<file path="config.mk">
export PLATFORM = sky130hd
export DESIGN_NAME = game_display
export DESIGN_NICKNAME = d
export VERILOG_FILES = /design/src/hdl/game_pkg.sv /design/src/hdl/game_display.sv /design/src/hdl/hp_control.sv /design/src/hdl/draw_background.sv /design/src/hdl/timing_delay.sv /design/src/hdl/vga_timing.sv
export SDC_FILE = /design/constraint.sdc
export NUM_CORES = 1
export LEC_CHECK = 0
export ABC_CLOCK_PERIOD_IN_PS = 7660
export BUFFER_PORTS_ARGS = -buffer_cell sky130_fd_sc_hd__buf_2
export CORE_UTILIZATION = 25
export DETAILED_ROUTE_END_ITERATION = 16
export GPL_TIMING_DRIVEN = 0
export PLACE_DENSITY = 0.43
export SKIP_LAST_GASP = 1
export SYNTH_ARGS = -nofsm -noshare
export SYNTH_HDL_FRONTEND = slang
export SYNTH_SLANG_ARGS = --single-unit
export TNS_END_PERCENT = 30
</file>
<file path="constraint.sdc">
create_clock -name pclk -period 7.66 [get_ports pclk]
set_clock_uncertainty 0.15 [all_clocks]
set_input_delay 1.532 -clock pclk [delete_from_list [all_inputs] [get_ports pclk]]
set_output_delay 1.532 -clock pclk [all_outputs]
set_load 0.03 [all_outputs]
</file>
<file path="src/hdl/game_pkg.sv">
package game_pkg;

  // pixel and line counters
  typedef logic [11:0] coord_t;

  // 4 bits per channel, red on top
  typedef logic [11:0] rgb_t;

  typedef logic [3:0] hp_t;

  typedef enum logic [1:0] {
    st_menu = 2'd0,
    st_game = 2'd1,
    st_over = 2'd2
  } game_state_t;

  // fill outside the play area, one per state
  localparam rgb_t menu_colour   = 12'h1_3_8;
  localparam rgb_t game_colour   = 12'h2_6_2;
  localparam rgb_t over_colour   = 12'h8_1_1;

  localparam rgb_t field_colour  = 12'hc_c_a;
  localparam rgb_t border_colour = 12'hf_f_f;
  localparam rgb_t bar_colour    = 12'hf_2_2;

endpackage
</file>
<file path="src/hdl/game_display.sv">
`timescale 1ns/1ps

module game_display
  import game_pkg::*;
#(
  parameter int H_ACTIVE      = 1024,
  parameter int H_FP          = 24,
  parameter int H_SYNC        = 136,
  parameter int H_BP          = 160,
  parameter int V_ACTIVE      = 768,
  parameter int V_FP          = 3,
  parameter int V_SYNC        = 6,
  parameter int V_BP          = 29,
  parameter int TOP_V_LINE    = 317,
  parameter int BOTTOM_V_LINE = 617,
  parameter int LEFT_H_LINE   = 361,
  parameter int RIGHT_H_LINE  = 661,
  parameter int BORDER        = 7,
  parameter int HP_MAX        = 5,
  parameter int BAR_LEFT      = 40,
  parameter int BAR_TOP       = 20,
  parameter int BAR_HEIGHT    = 16,
  parameter int BAR_STEP      = 24
) (
  input  logic       pclk,
  input  logic       rst_n,
  input  logic       game_button,
  input  logic       menu_button,
  input  logic       player_hit,
  output logic       hsync,
  output logic       vsync,
  output logic [3:0] r,
  output logic [3:0] g,
  output logic [3:0] b,
  output logic       game_over
);

  // two counters plus four strobes
  localparam int RASTER_W = 2 * $bits(coord_t) + 4;
  localparam int CLK_DEL  = 2;

  coord_t hcount_tim, vcount_tim;
  logic   hsync_tim, vsync_tim, hblnk_tim, vblnk_tim;
  coord_t hcount_del, vcount_del;
  logic   hsync_del, vsync_del, hblnk_del, vblnk_del;
  rgb_t   rgb_bg;
  rgb_t   rgb_final;
  logic   game_on;

  vga_timing #(
    .H_ACTIVE(H_ACTIVE), .H_FP(H_FP), .H_SYNC(H_SYNC), .H_BP(H_BP),
    .V_ACTIVE(V_ACTIVE), .V_FP(V_FP), .V_SYNC(V_SYNC), .V_BP(V_BP)
  ) i_vga_timing (
    .pclk(pclk), .rst_n(rst_n),
    .hcount(hcount_tim), .vcount(vcount_tim),
    .hsync(hsync_tim), .vsync(vsync_tim),
    .hblnk(hblnk_tim), .vblnk(vblnk_tim)
  );

  // raster held back to meet the background colour
  timing_delay #(.WIDTH(RASTER_W), .CLK_DEL(CLK_DEL)) i_timing_delay (
    .pclk(pclk), .rst_n(rst_n),
    .din({hcount_tim, vcount_tim, hsync_tim, vsync_tim, hblnk_tim, vblnk_tim}),
    .dout({hcount_del, vcount_del, hsync_del, vsync_del, hblnk_del, vblnk_del})
  );

  draw_background #(
    .TOP_V_LINE(TOP_V_LINE), .BOTTOM_V_LINE(BOTTOM_V_LINE),
    .LEFT_H_LINE(LEFT_H_LINE), .RIGHT_H_LINE(RIGHT_H_LINE),
    .BORDER(BORDER)
  ) i_draw_background (
    .pclk(pclk), .rst_n(rst_n),
    .hcount(hcount_tim), .vcount(vcount_tim),
    .hblnk(hblnk_tim), .vblnk(vblnk_tim),
    .game_button(game_button), .menu_button(menu_button),
    .game_over(game_over),
    .rgb(rgb_bg), .game_on(game_on)
  );

  hp_control #(
    .HP_MAX(HP_MAX), .BAR_LEFT(BAR_LEFT), .BAR_TOP(BAR_TOP),
    .BAR_HEIGHT(BAR_HEIGHT), .BAR_STEP(BAR_STEP)
  ) i_hp_control (
    .pclk(pclk), .rst_n(rst_n),
    .hcount(hcount_del), .vcount(vcount_del),
    .hsync(hsync_del), .vsync(vsync_del),
    .hblnk(hblnk_del), .vblnk(vblnk_del),
    .rgb_in(rgb_bg), .game_on(game_on), .player_hit(player_hit),
    .hsync_out(hsync), .vsync_out(vsync),
    .rgb_out(rgb_final), .game_over(game_over)
  );

  assign {r, g, b} = rgb_final;

endmodule

</file>
<file path="src/hdl/hp_control.sv">
`timescale 1ns/1ps

module hp_control
  import game_pkg::*;
#(
  parameter int HP_MAX     = 5,
  parameter int BAR_LEFT   = 40,
  parameter int BAR_TOP    = 20,
  parameter int BAR_HEIGHT = 16,
  parameter int BAR_STEP   = 24
) (
  input  logic   pclk,
  input  logic   rst_n,
  input  coord_t hcount,
  input  coord_t vcount,
  input  logic   hsync,
  input  logic   vsync,
  input  logic   hblnk,
  input  logic   vblnk,
  input  rgb_t   rgb_in,
  input  logic   game_on,
  input  logic   player_hit,
  output logic   hsync_out,
  output logic   vsync_out,
  output rgb_t   rgb_out,
  output logic   game_over
);

  hp_t    hp;
  logic   hit_q;
  logic   hit_rise;
  coord_t bar_right;
  logic   in_bar;

  // level in, one strobe per rising edge
  always_ff @(posedge pclk) begin
    if (!rst_n) begin
      hit_q <= 1'b0;
    end else begin
      hit_q <= player_hit;
    end
  end

  assign hit_rise = player_hit && !hit_q;

  always_ff @(posedge pclk) begin
    if (!rst_n) begin
      hp <= hp_t'(HP_MAX);
    end else if (!game_on) begin
      hp <= hp_t'(HP_MAX);
    end else if (hit_rise && hp != '0) begin
      hp <= hp - 1'b1;
    end
  end

  // held until the game leaves the play state
  always_ff @(posedge pclk) begin
    if (!rst_n) begin
      game_over <= 1'b0;
    end else begin
      game_over <= game_on && (hp == '0 || game_over);
    end
  end

  // bar length follows remaining hp
  assign bar_right = coord_t'(BAR_LEFT) + coord_t'(hp) * coord_t'(BAR_STEP);

  assign in_bar = !(hblnk || vblnk) &&
                  (vcount >= BAR_TOP) && (vcount < BAR_TOP + BAR_HEIGHT) &&
                  (hcount >= BAR_LEFT) && (hcount < bar_right);

  always_ff @(posedge pclk) begin
    if (!rst_n) begin
      hsync_out <= 1'b0;
      vsync_out <= 1'b0;
      rgb_out   <= '0;
    end else begin
      hsync_out <= hsync;
      vsync_out <= vsync;
      rgb_out   <= in_bar ? bar_colour : rgb_in;
    end
  end

  hp_bounded: assert property (
    @(posedge pclk) disable iff (!rst_n)
    hp <= HP_MAX
  ) else $error("hp %0d above HP_MAX", hp);

endmodule

</file>
<file path="src/hdl/draw_background.sv">
`timescale 1ns/1ps

module draw_background
  import game_pkg::*;
#(
  parameter int TOP_V_LINE    = 317,
  parameter int BOTTOM_V_LINE = 617,
  parameter int LEFT_H_LINE   = 361,
  parameter int RIGHT_H_LINE  = 661,
  parameter int BORDER        = 7
) (
  input  logic   pclk,
  input  logic   rst_n,
  input  coord_t hcount,
  input  coord_t vcount,
  input  logic   hblnk,
  input  logic   vblnk,
  input  logic   game_button,
  input  logic   menu_button,
  input  logic   game_over,
  output rgb_t   rgb,
  output logic   game_on
);

  game_state_t state;
  game_state_t state_nxt;

  logic inside_c;
  logic border_c;
  logic blank_q;
  logic inside_q;
  logic border_q;
  rgb_t fill_colour;

  // game over wins, then menu, then start
  always_comb begin
    state_nxt = state;
    if (state == st_game && game_over) begin
      state_nxt = st_over;
    end else if (menu_button) begin
      state_nxt = st_menu;
    end else if (state == st_menu && game_button) begin
      state_nxt = st_game;
    end
  end

  always_ff @(posedge pclk) begin
    if (!rst_n) begin
      state <= st_menu;
    end else begin
      state <= state_nxt;
    end
  end

  assign game_on = (state == st_game);

  // rectangle bounds are inclusive
  assign inside_c = (vcount >= TOP_V_LINE) && (vcount <= BOTTOM_V_LINE) &&
                    (hcount >= LEFT_H_LINE) && (hcount <= RIGHT_H_LINE);

  assign border_c = inside_c &&
                    ((vcount < TOP_V_LINE + BORDER) ||
                     (vcount > BOTTOM_V_LINE - BORDER) ||
                     (hcount < LEFT_H_LINE + BORDER) ||
                     (hcount > RIGHT_H_LINE - BORDER));

  // stage one, region decode
  always_ff @(posedge pclk) begin
    blank_q  <= hblnk || vblnk;
    inside_q <= inside_c;
    border_q <= border_c;
  end

  always_comb begin
    case (state)
      st_game: fill_colour = game_colour;
      st_over: fill_colour = over_colour;
      default: fill_colour = menu_colour;
    endcase
  end

  // stage two, colour select
  always_ff @(posedge pclk) begin
    if (!rst_n) begin
      rgb <= '0;
    end else if (blank_q) begin
      rgb <= '0;
    end else if (border_q) begin
      rgb <= border_colour;
    end else if (inside_q) begin
      rgb <= field_colour;
    end else begin
      rgb <= fill_colour;
    end
  end

  state_legal: assert property (
    @(posedge pclk) disable iff (!rst_n)
    state inside {st_menu, st_game, st_over}
  ) else $error("illegal game state %0d", state);

endmodule

</file>
<file path="src/hdl/timing_delay.sv">
`timescale 1ns/1ps

module timing_delay #(
  parameter int WIDTH   = 28,
  parameter int CLK_DEL = 2
) (
  input  logic             pclk,
  input  logic             rst_n,
  input  logic [WIDTH-1:0] din,
  output logic [WIDTH-1:0] dout
);

  logic [WIDTH-1:0] stage [CLK_DEL];

  always_ff @(posedge pclk) begin
    if (!rst_n) begin
      for (int i = 0; i < CLK_DEL; i++) begin
        stage[i] <= '0;
      end
    end else begin
      stage[0] <= din;
      for (int i = 1; i < CLK_DEL; i++) begin
        stage[i] <= stage[i-1];
      end
    end
  end

  assign dout = stage[CLK_DEL-1];

  // a zero-length chain would leave the consumer one cycle out of step
  del_nonzero: assert property (
    @(posedge pclk) CLK_DEL >= 1
  ) else $error("timing_delay needs CLK_DEL of at least 1");

endmodule

</file>
<file path="src/hdl/vga_timing.sv">
`timescale 1ns/1ps

module vga_timing
  import game_pkg::*;
#(
  parameter int H_ACTIVE = 1024,
  parameter int H_FP     = 24,
  parameter int H_SYNC   = 136,
  parameter int H_BP     = 160,
  parameter int V_ACTIVE = 768,
  parameter int V_FP     = 3,
  parameter int V_SYNC   = 6,
  parameter int V_BP     = 29
) (
  input  logic   pclk,
  input  logic   rst_n,
  output coord_t hcount,
  output coord_t vcount,
  output logic   hsync,
  output logic   vsync,
  output logic   hblnk,
  output logic   vblnk
);

  localparam int H_TOTAL      = H_ACTIVE + H_FP + H_SYNC + H_BP;
  localparam int V_TOTAL      = V_ACTIVE + V_FP + V_SYNC + V_BP;
  localparam int H_SYNC_START = H_ACTIVE + H_FP;
  localparam int H_SYNC_END   = H_SYNC_START + H_SYNC;
  localparam int V_SYNC_START = V_ACTIVE + V_FP;
  localparam int V_SYNC_END   = V_SYNC_START + V_SYNC;

  coord_t hcount_nxt;
  coord_t vcount_nxt;

  // next raster position, vertical steps at end of line
  always_comb begin
    hcount_nxt = hcount + 1'b1;
    vcount_nxt = vcount;
    if (hcount == coord_t'(H_TOTAL - 1)) begin
      hcount_nxt = '0;
      if (vcount == coord_t'(V_TOTAL - 1)) begin
        vcount_nxt = '0;
      end else begin
        vcount_nxt = vcount + 1'b1;
      end
    end
  end

  // strobes decoded from the next position so they line up with the counters
  always_ff @(posedge pclk) begin
    if (!rst_n) begin
      hcount <= '0;
      vcount <= '0;
      hsync  <= 1'b0;
      vsync  <= 1'b0;
      hblnk  <= 1'b0;
      vblnk  <= 1'b0;
    end else begin
      hcount <= hcount_nxt;
      vcount <= vcount_nxt;
      hsync  <= (hcount_nxt >= H_SYNC_START) && (hcount_nxt < H_SYNC_END);
      vsync  <= (vcount_nxt >= V_SYNC_START) && (vcount_nxt < V_SYNC_END);
      hblnk  <= (hcount_nxt >= H_ACTIVE);
      vblnk  <= (vcount_nxt >= V_ACTIVE);
    end
  end

  hcount_in_range: assert property (
    @(posedge pclk) disable iff (!rst_n)
    hcount < H_TOTAL
  ) else $error("hcount %0d past line length", hcount);

endmodule

</file>
==> impl_summary.log, run 1 <==
INFO  metric post_cts.repair.setup_buffers = 0
INFO  metric power_density = 190.0 mW/mm2
INFO  metric num-fill-cells = 1998
INFO  metric area_growth = 14.50%
INFO  metric row_count = 50
INFO  metric use_met1 = 0.1650
INFO  metric cts.htree.levels = 3
INFO  metric groute.layer.met2.usage = 0.1999
INFO  metric worst-r2r-setup-slack = 4100 ps
INFO  metric die-width = 141.9 um
INFO  metric max_freq = 0.2811 GHz
INFO  metric clk_pin_slew = 80 ps
INFO  metric rsz0062_at_grt = no
INFO  metric cts-resized-gates = 0
INFO  metric vias = 3693
INFO  metric post_drt_wl_per_cell = 13.97 um
INFO  metric ant_nets = 0
INFO  metric cts-buffers-inserted = 9
INFO  metric overflow = 0
INFO  metric boundaryPins = 20
INFO  metric drt_drc_violations_left = 0
INFO  metric insertion_delay = 340 ps
INFO  metric lkg_pwr = 2.161 nW
INFO  metric finalNetCount = 597
INFO  metric timing.critical_path.buf_inv = 2
INFO  metric clock_tree.root_cell = sky130_fd_sc_hd__clkbuf_16
INFO  metric netlist_instances = 535
INFO  metric r2r_start = i_hp_control.hp[2]
INFO  metric buffer_ports.inserted = 18
INFO  metric regArea = 0.002182 mm2
INFO  metric ys.flop_type = sky130_fd_sc_hd__dfxtp_1
INFO  metric total_power = 1.065 mW
INFO  metric timing_worst_setup_path_type = reg -> reg
INFO  metric die_h = 141.9 um
INFO  metric layout_commonest_cell = sky130_fd_sc_hd__dfxtp_1
INFO  metric yosys_warnings = 0
INFO  metric crit_path_max_fanout = 8
INFO  metric grt_start_max_net_pins = 20
INFO  metric layout_common_cells = 109 x sky130_fd_sc_hd__dfxtp_1, 67 x sky130_fd_sc_hd__and2_1, 39 x sky130_fd_sc_hd__nor2_1
INFO  metric place_congestion = 0.7713
INFO  metric timing.hold.ws = 284.4 ps
INFO  metric via_per_inst = 4.455
INFO  metric hp-class = reg -> reg
INFO  metric worstPathRequired = 7750 ps
INFO  metric crit_start = i_hp_control.hp[2]
INFO  metric post_synth_num_cell_types = 61
INFO  metric launch_instance_of_the_worst_min_delay_path = i_timing_delay.stage[0][30]
INFO  metric antenna_violations_before_repair = 0
INFO  metric die-area = 0.02013 mm2
INFO  metric finalMaxSlewViolations = 0
INFO  metric finalCriticalPeriod = 3558 ps
INFO  metric globalRoute.busiestLayer = met2
INFO  metric overall_track_demand_over_capacity_in_global_routing = 0.1243
INFO  metric firstDrtPassIters = 4
INFO  metric timing_hold_violations_final = 0
INFO  metric clk_path_buf_depth = 2
INFO  metric synthesized_area_per_cell = 9.144 um2
INFO  metric layout_setup_ws = 4102 ps
INFO  metric grt_util_met3 = 0.02329
INFO  metric synth_seq_area_share = 0.4460
INFO  metric grt_first_pass_wirelength = 19.24 mm
INFO  metric period_share = 0.4645
INFO  metric floorplan.initialDensity = 0.2581
INFO  metric post_cts_hold_buffer_count = 0
INFO  metric timing.setup.tns = 0 ps
INFO  metric maxCapViolations = 0
INFO  metric setup_viol = 0
INFO  metric synth_enable_flop_cells = 0
INFO  metric clkSinkCount = 109
INFO  metric crit_arrival = 3650 ps
INFO  metric post-route-cell-area = 0.005602 mm2
INFO  metric synth-async-reset-ratio = 0
INFO  metric post_syn_nets = 568
INFO  metric crit_path_start_kind = flop
INFO  metric syn_area = 0.004892 mm2
INFO  metric dp.final_hpwl = 8.604 mm
INFO  metric antennaDiodeCount = 0
INFO  metric cp_slowest_stage_delay = 410 ps
INFO  metric drt_iter0_drc = 159
INFO  metric tritoncts = built
INFO  metric vdd_drop_max = 0.09898 mV
INFO  metric outcome = finished clean
INFO  metric first_global_vias = 3632
INFO  metric floorplan.core_area = 0.01896 mm2
INFO  metric post_route_cells_drive_above_1_share = 0.08612
INFO  metric timing.critical_path.slowest_stage_cell = sky130_fd_sc_hd__dfxtp_1
INFO  metric multi_input_logic_area = 0.002500 mm2
INFO  metric cp_top_family = compound AO/OA/AOI/OAI gates
INFO  metric ys_seq_elements = 109
INFO  metric worst_slew_pin_slew = 740.6 ps
INFO  metric crit_chain = inv_1, ha_1, clkbuf_1, a21oi_1, xnor2_1, nand2b_1, o211ai_1, a22oi_1, ha_1, a21oi_1, nand3_1, a211oi_1, o21ai_1, and3_1
INFO  metric crit_path_end_kind = flop
INFO  metric detailedPlace.worstSlack = 3999 ps
INFO  metric slew_headroom = 0.5062
INFO  metric placed_area = 0.005308 mm2
INFO  metric drt-total-wl = 11.58 mm
-- worst paths after layout --
check	end	cells after the start
setup reg to reg	i_hp_control.rgb_out[6]	14
setup / recovery	i_hp_control.rgb_out[6]	14
hold / removal	i_hp_control.vsync_out	1
hold reg to reg	i_hp_control.vsync_out	1
-- cell usage after synthesis, types with 13 or more instances --
| library cell | number | share of area |
|---|---|---|
| sky130_fd_sc_hd__a21oi_1 | 15 | 0.015 |
| sky130_fd_sc_hd__ha_1 | 27 | 0.069 |
| sky130_fd_sc_hd__clkbuf_1 | 26 | 0.020 |
| sky130_fd_sc_hd__xnor2_1 | 15 | 0.027 |
| sky130_fd_sc_hd__o21a_1 | 13 | 0.020 |
| sky130_fd_sc_hd__and2_1 | 67 | 0.086 |
| sky130_fd_sc_hd__o21ai_0 | 22 | 0.023 |
| sky130_fd_sc_hd__nand2_1 | 23 | 0.018 |
| sky130_fd_sc_hd__inv_1 | 19 | 0.015 |
| sky130_fd_sc_hd__dfxtp_1 | 109 | 0.45 |
| sky130_fd_sc_hd__nor2_1 | 39 | 0.030 |
| sky130_fd_sc_hd__nand3_1 | 20 | 0.020 |
-- stage by stage --
| stage | std cells | utilization |
|---|---|---|
| 6_report | 829 | 0.2955 |
| 5_1_grt | 829 | 0.2955 |
| 4_1_cts | 829 | 0.2955 |
| 3_5_place_dp | 813 | 0.2800 |
| 3_3_place_gp | 813 | 0.2800 |
| 2_1_floorplan | 535 | - |
-- kinds of logic (layout without fill, tap and decap cells) --
logic type               after synthesis  in the layout  share of synthesized area
AO/OA/AOI/OAI                         98             98                     0.1332
XOR/XNOR                              25             25                    0.04476
adder cells (fa/ha/maj)               28             28                    0.07315
buffers and inverters                 52             86                    0.04297
flip-flops                           109            109                     0.4460
multiplexers                           1              1                   0.002046
AND/OR/NAND/NOR                      222            222                     0.2578
-- area by class of cell --
class | count | share of cell area
inverters | 19 | 0.01273
repair buffers | 18 | 0.01608
flip-flops and latches | 109 | 0.3895
clock inverters | 6 | 0.009828
plain buffers | 33 | 0.02479
multi-input cells | 374 | 0.4463
clock buffers | 10 | 0.04266
well taps | 260 | 0.05807
-- routing by layer --
layer | vias to the layer above | share of wire
met5 | - | 0
met4 | 0 | 0.013
met3 | 9 | 0.021
met2 | 42 | 0.47
met1 | 1753 | 0.50
li1 | 1889 | -
-- flip-flops by register name, summed over array words and instances (netlist names), 2 cells and up --
name                     flops
i_vga_timing.vcount         12
i_draw_background.rgb       10
i_draw_background.state      2
i_hp_control.rgb_out        12
i_hp_control.hp              4
i_vga_timing.hcount         12
i_timing_delay.stage        46
-- report_power, final --
part | switching [mW] | internal [mW] | leakage [nW]
clock | 0.218 | 0.236 | 0.146
combinational | 0.0243 | 0.0121 | 1.13
sequential | 0.00286 | 0.571 | 0.882
total | 0.245 | 0.820 | 2.16
No activity file was read; power rests on OpenSTA's default activity.
==> run 2, diff against run 1 <==
- ABC_CLOCK_PERIOD_IN_PS: 7660 -> 3200
- PLACE_DENSITY: 0.43 -> 0.44
- clock period: 7.66 -> 3.2 ns (I/O delays scaled with it)
==> impl_summary.log, run 2 (synthesized netlist as in run 1, its figures left out) <==
INFO  metric drt_drc_violations_left = 0
INFO  metric post_route_cells_drive_above_1_share = 0.1294
INFO  metric row_count = 50
INFO  metric drt_iter0_drc = 136
INFO  metric timing_hold_violations_final = 0
INFO  metric tritoncts = built
INFO  metric crit_arrival = 3150 ps
INFO  metric die-width = 141.9 um
INFO  metric firstDrtPassIters = 4
INFO  metric non_filler_instance_count_after_layout = 832
INFO  metric antennaDiodeCount = 0
INFO  metric slew_headroom = 0.5128
INFO  metric crit_path_end_kind = flop
INFO  metric ant_nets = 0
INFO  metric crit_path_max_fanout = 6
INFO  metric hp-class = reg -> reg
INFO  metric boundaryPins = 20
INFO  metric overall_track_demand_over_capacity_in_global_routing = 0.1250
INFO  metric cts-buffers-inserted = 9
INFO  metric overflow = 0
INFO  metric dpl.cell_count = 813
INFO  metric via_per_inst = 4.469
INFO  metric floorplan.initialDensity = 0.2581
INFO  metric outcome = finished clean
INFO  metric num-fill-cells = 1988
INFO  metric max_freq = 0.3268 GHz
INFO  metric insertion_delay = 350 ps
INFO  metric grt_start_max_net_pins = 19
INFO  metric grt_first_pass_wirelength = 19.44 mm
INFO  metric power_density = 445.9 mW/mm2
INFO  metric area_growth = 17.34%
INFO  metric antenna_violations_before_repair = 0
INFO  metric period_share = 0.9561
INFO  metric clkSinkCount = 109
INFO  metric die-area = 0.02013 mm2
INFO  metric worstPathRequired = 3290 ps
INFO  metric post_drt_wl_per_cell = 13.84 um
INFO  metric clock_tree.root_cell = sky130_fd_sc_hd__clkbuf_16
INFO  metric buffer_ports.inserted = 18
INFO  metric lkg_pwr = 2.188 nW
INFO  metric dp.final_hpwl = 8.457 mm
INFO  metric post_cts_hold_buffer_count = 0
INFO  metric vias = 3718
INFO  metric top_register = i_timing_delay.stage
INFO  metric timing_worst_setup_path_type = reg -> reg
INFO  metric largest_register_ffs = 46
INFO  metric setup_viol = 0
INFO  metric drt-total-wl = 11.51 mm
INFO  metric finalCriticalPeriod = 3060 ps
INFO  metric cts.htree.levels = 3
INFO  metric first_global_vias = 3768
INFO  metric place_congestion = 0.7937
INFO  metric layout_commonest_cell = sky130_fd_sc_hd__dfxtp_1
INFO  metric floorplan.core_area = 0.01896 mm2
INFO  metric vdd_drop_max = 0.2012 mV
INFO  metric clk_path_buf_depth = 2
INFO  metric layout_common_cells = 105 x sky130_fd_sc_hd__dfxtp_1, 67 x sky130_fd_sc_hd__and2_1, 38 x sky130_fd_sc_hd__nor2_1
INFO  metric worst_slew_pin_slew = 730.8 ps
INFO  metric die_h = 141.9 um
INFO  metric crit_path_start_kind = flop
INFO  metric timing.setup.tns = 0 ps
INFO  metric finalMaxSlewViolations = 0
INFO  metric maxCapViolations = 0
INFO  metric clk_pin_slew = 70 ps
INFO  metric finalNetCount = 600
INFO  metric rsz0062_at_grt = no
run 2: changes by cell type in the layout (fill, tap and decap cells not counted), moves of 2 or more:
cell,previous run,this run
sky130_fd_sc_hd__inv_4,0,2
sky130_fd_sc_hd__ha_1,27,23
sky130_fd_sc_hd__dfxtp_4,0,2
sky130_fd_sc_hd__dfxtp_2,0,2
sky130_fd_sc_hd__buf_4,1,5
sky130_fd_sc_hd__clkinvlp_4,0,2
sky130_fd_sc_hd__clkinv_4,3,1
sky130_fd_sc_hd__inv_1,19,17
sky130_fd_sc_hd__ha_4,0,4
sky130_fd_sc_hd__clkbuf_1,26,24
sky130_fd_sc_hd__dfxtp_1,109,105
sky130_fd_sc_hd__a21oi_1,15,13
sky130_fd_sc_hd__a21oi_2,1,3
run 2: report_power, final:
part,total (mW),internal [mW],switching [mW]
Combinational,0.0908,0.0311,0.0597
Clock,1.10,0.578,0.518
Sequential,1.37,1.37,0.00646
run 2: cell type report:
type / count / area, um2 / share of cell area
Clock buffer: 11 / 252.7 / 0.04403
Multi-Input combinational cell: 374 / 2596 / 0.4523
Buffer: 32 / 136.4 / 0.02376
Sequential cell: 109 / 2192 / 0.3819
Clock inverter: 5 / 41.29 / 0.007193
Inverter: 19 / 76.32 / 0.01330
Tap cell: 260 / 325.3 / 0.05667
Timing Repair Buffer: 22 / 120.1 / 0.02092
run 2: what timing repair did:
action,in CTS,in global routing
gates resized for setup,10,20
pin swaps,0,18
endpoints found under the setup margin,12,12
buffers inserted,0,4
run 2: metrics by stage:
step | worst slack [ps] | util | power, mW | cell area [um2] | hold WS, ps
floorplan | 144.2 | - | 1.464 | 4892 | 255.8
CTS | 17.50 | 0.2970 | 2.601 | 5629 | 287.3
finish | 140.4 | 0.3028 | 2.560 | 5741 | 284.3
detailed placement | -396.7 | 0.2800 | 1.495 | 5308 | 269.9
global placement | -265.9 | 0.2800 | 1.494 | 5308 | 271.4
global route | 7.668 | 0.3028 | 2.668 | 5741 | 295.0
run 2: layer usage:
layer	GRT usage	routed length [um]
met1	0.1632	5657
met2	0.1991	5273
met3	0.02430	296
met4	0.05659	287
met5	0	0
run 2: critical path, cell delays in order (launching register included):
cell                       delay (ps)
sky130_fd_sc_hd__dfxtp_4          390
sky130_fd_sc_hd__ha_4             130
sky130_fd_sc_hd__inv_1             50
sky130_fd_sc_hd__fa_2             540
sky130_fd_sc_hd__a21boi_4         200
sky130_fd_sc_hd__nor2_2            60
sky130_fd_sc_hd__a32o_1           260
sky130_fd_sc_hd__a211o_1          230
sky130_fd_sc_hd__a22oi_2          190
sky130_fd_sc_hd__ha_4             160
sky130_fd_sc_hd__o211ai_1         110
sky130_fd_sc_hd__o21a_2           280
sky130_fd_sc_hd__o21a_1           200
run 2: final timing paths:
check	startpoint	end	slack, ps	cells after the start
setup / recovery	i_hp_control.hp[1]	i_hp_control.rgb_out[5]	140	12
hold / removal	i_timing_delay.stage[0][10]	i_timing_delay.stage[0][38]	280	1
setup reg to reg	i_hp_control.hp[1]	i_hp_control.rgb_out[5]	140	12
hold reg to reg	i_timing_delay.stage[0][10]	i_timing_delay.stage[0][38]	280	1
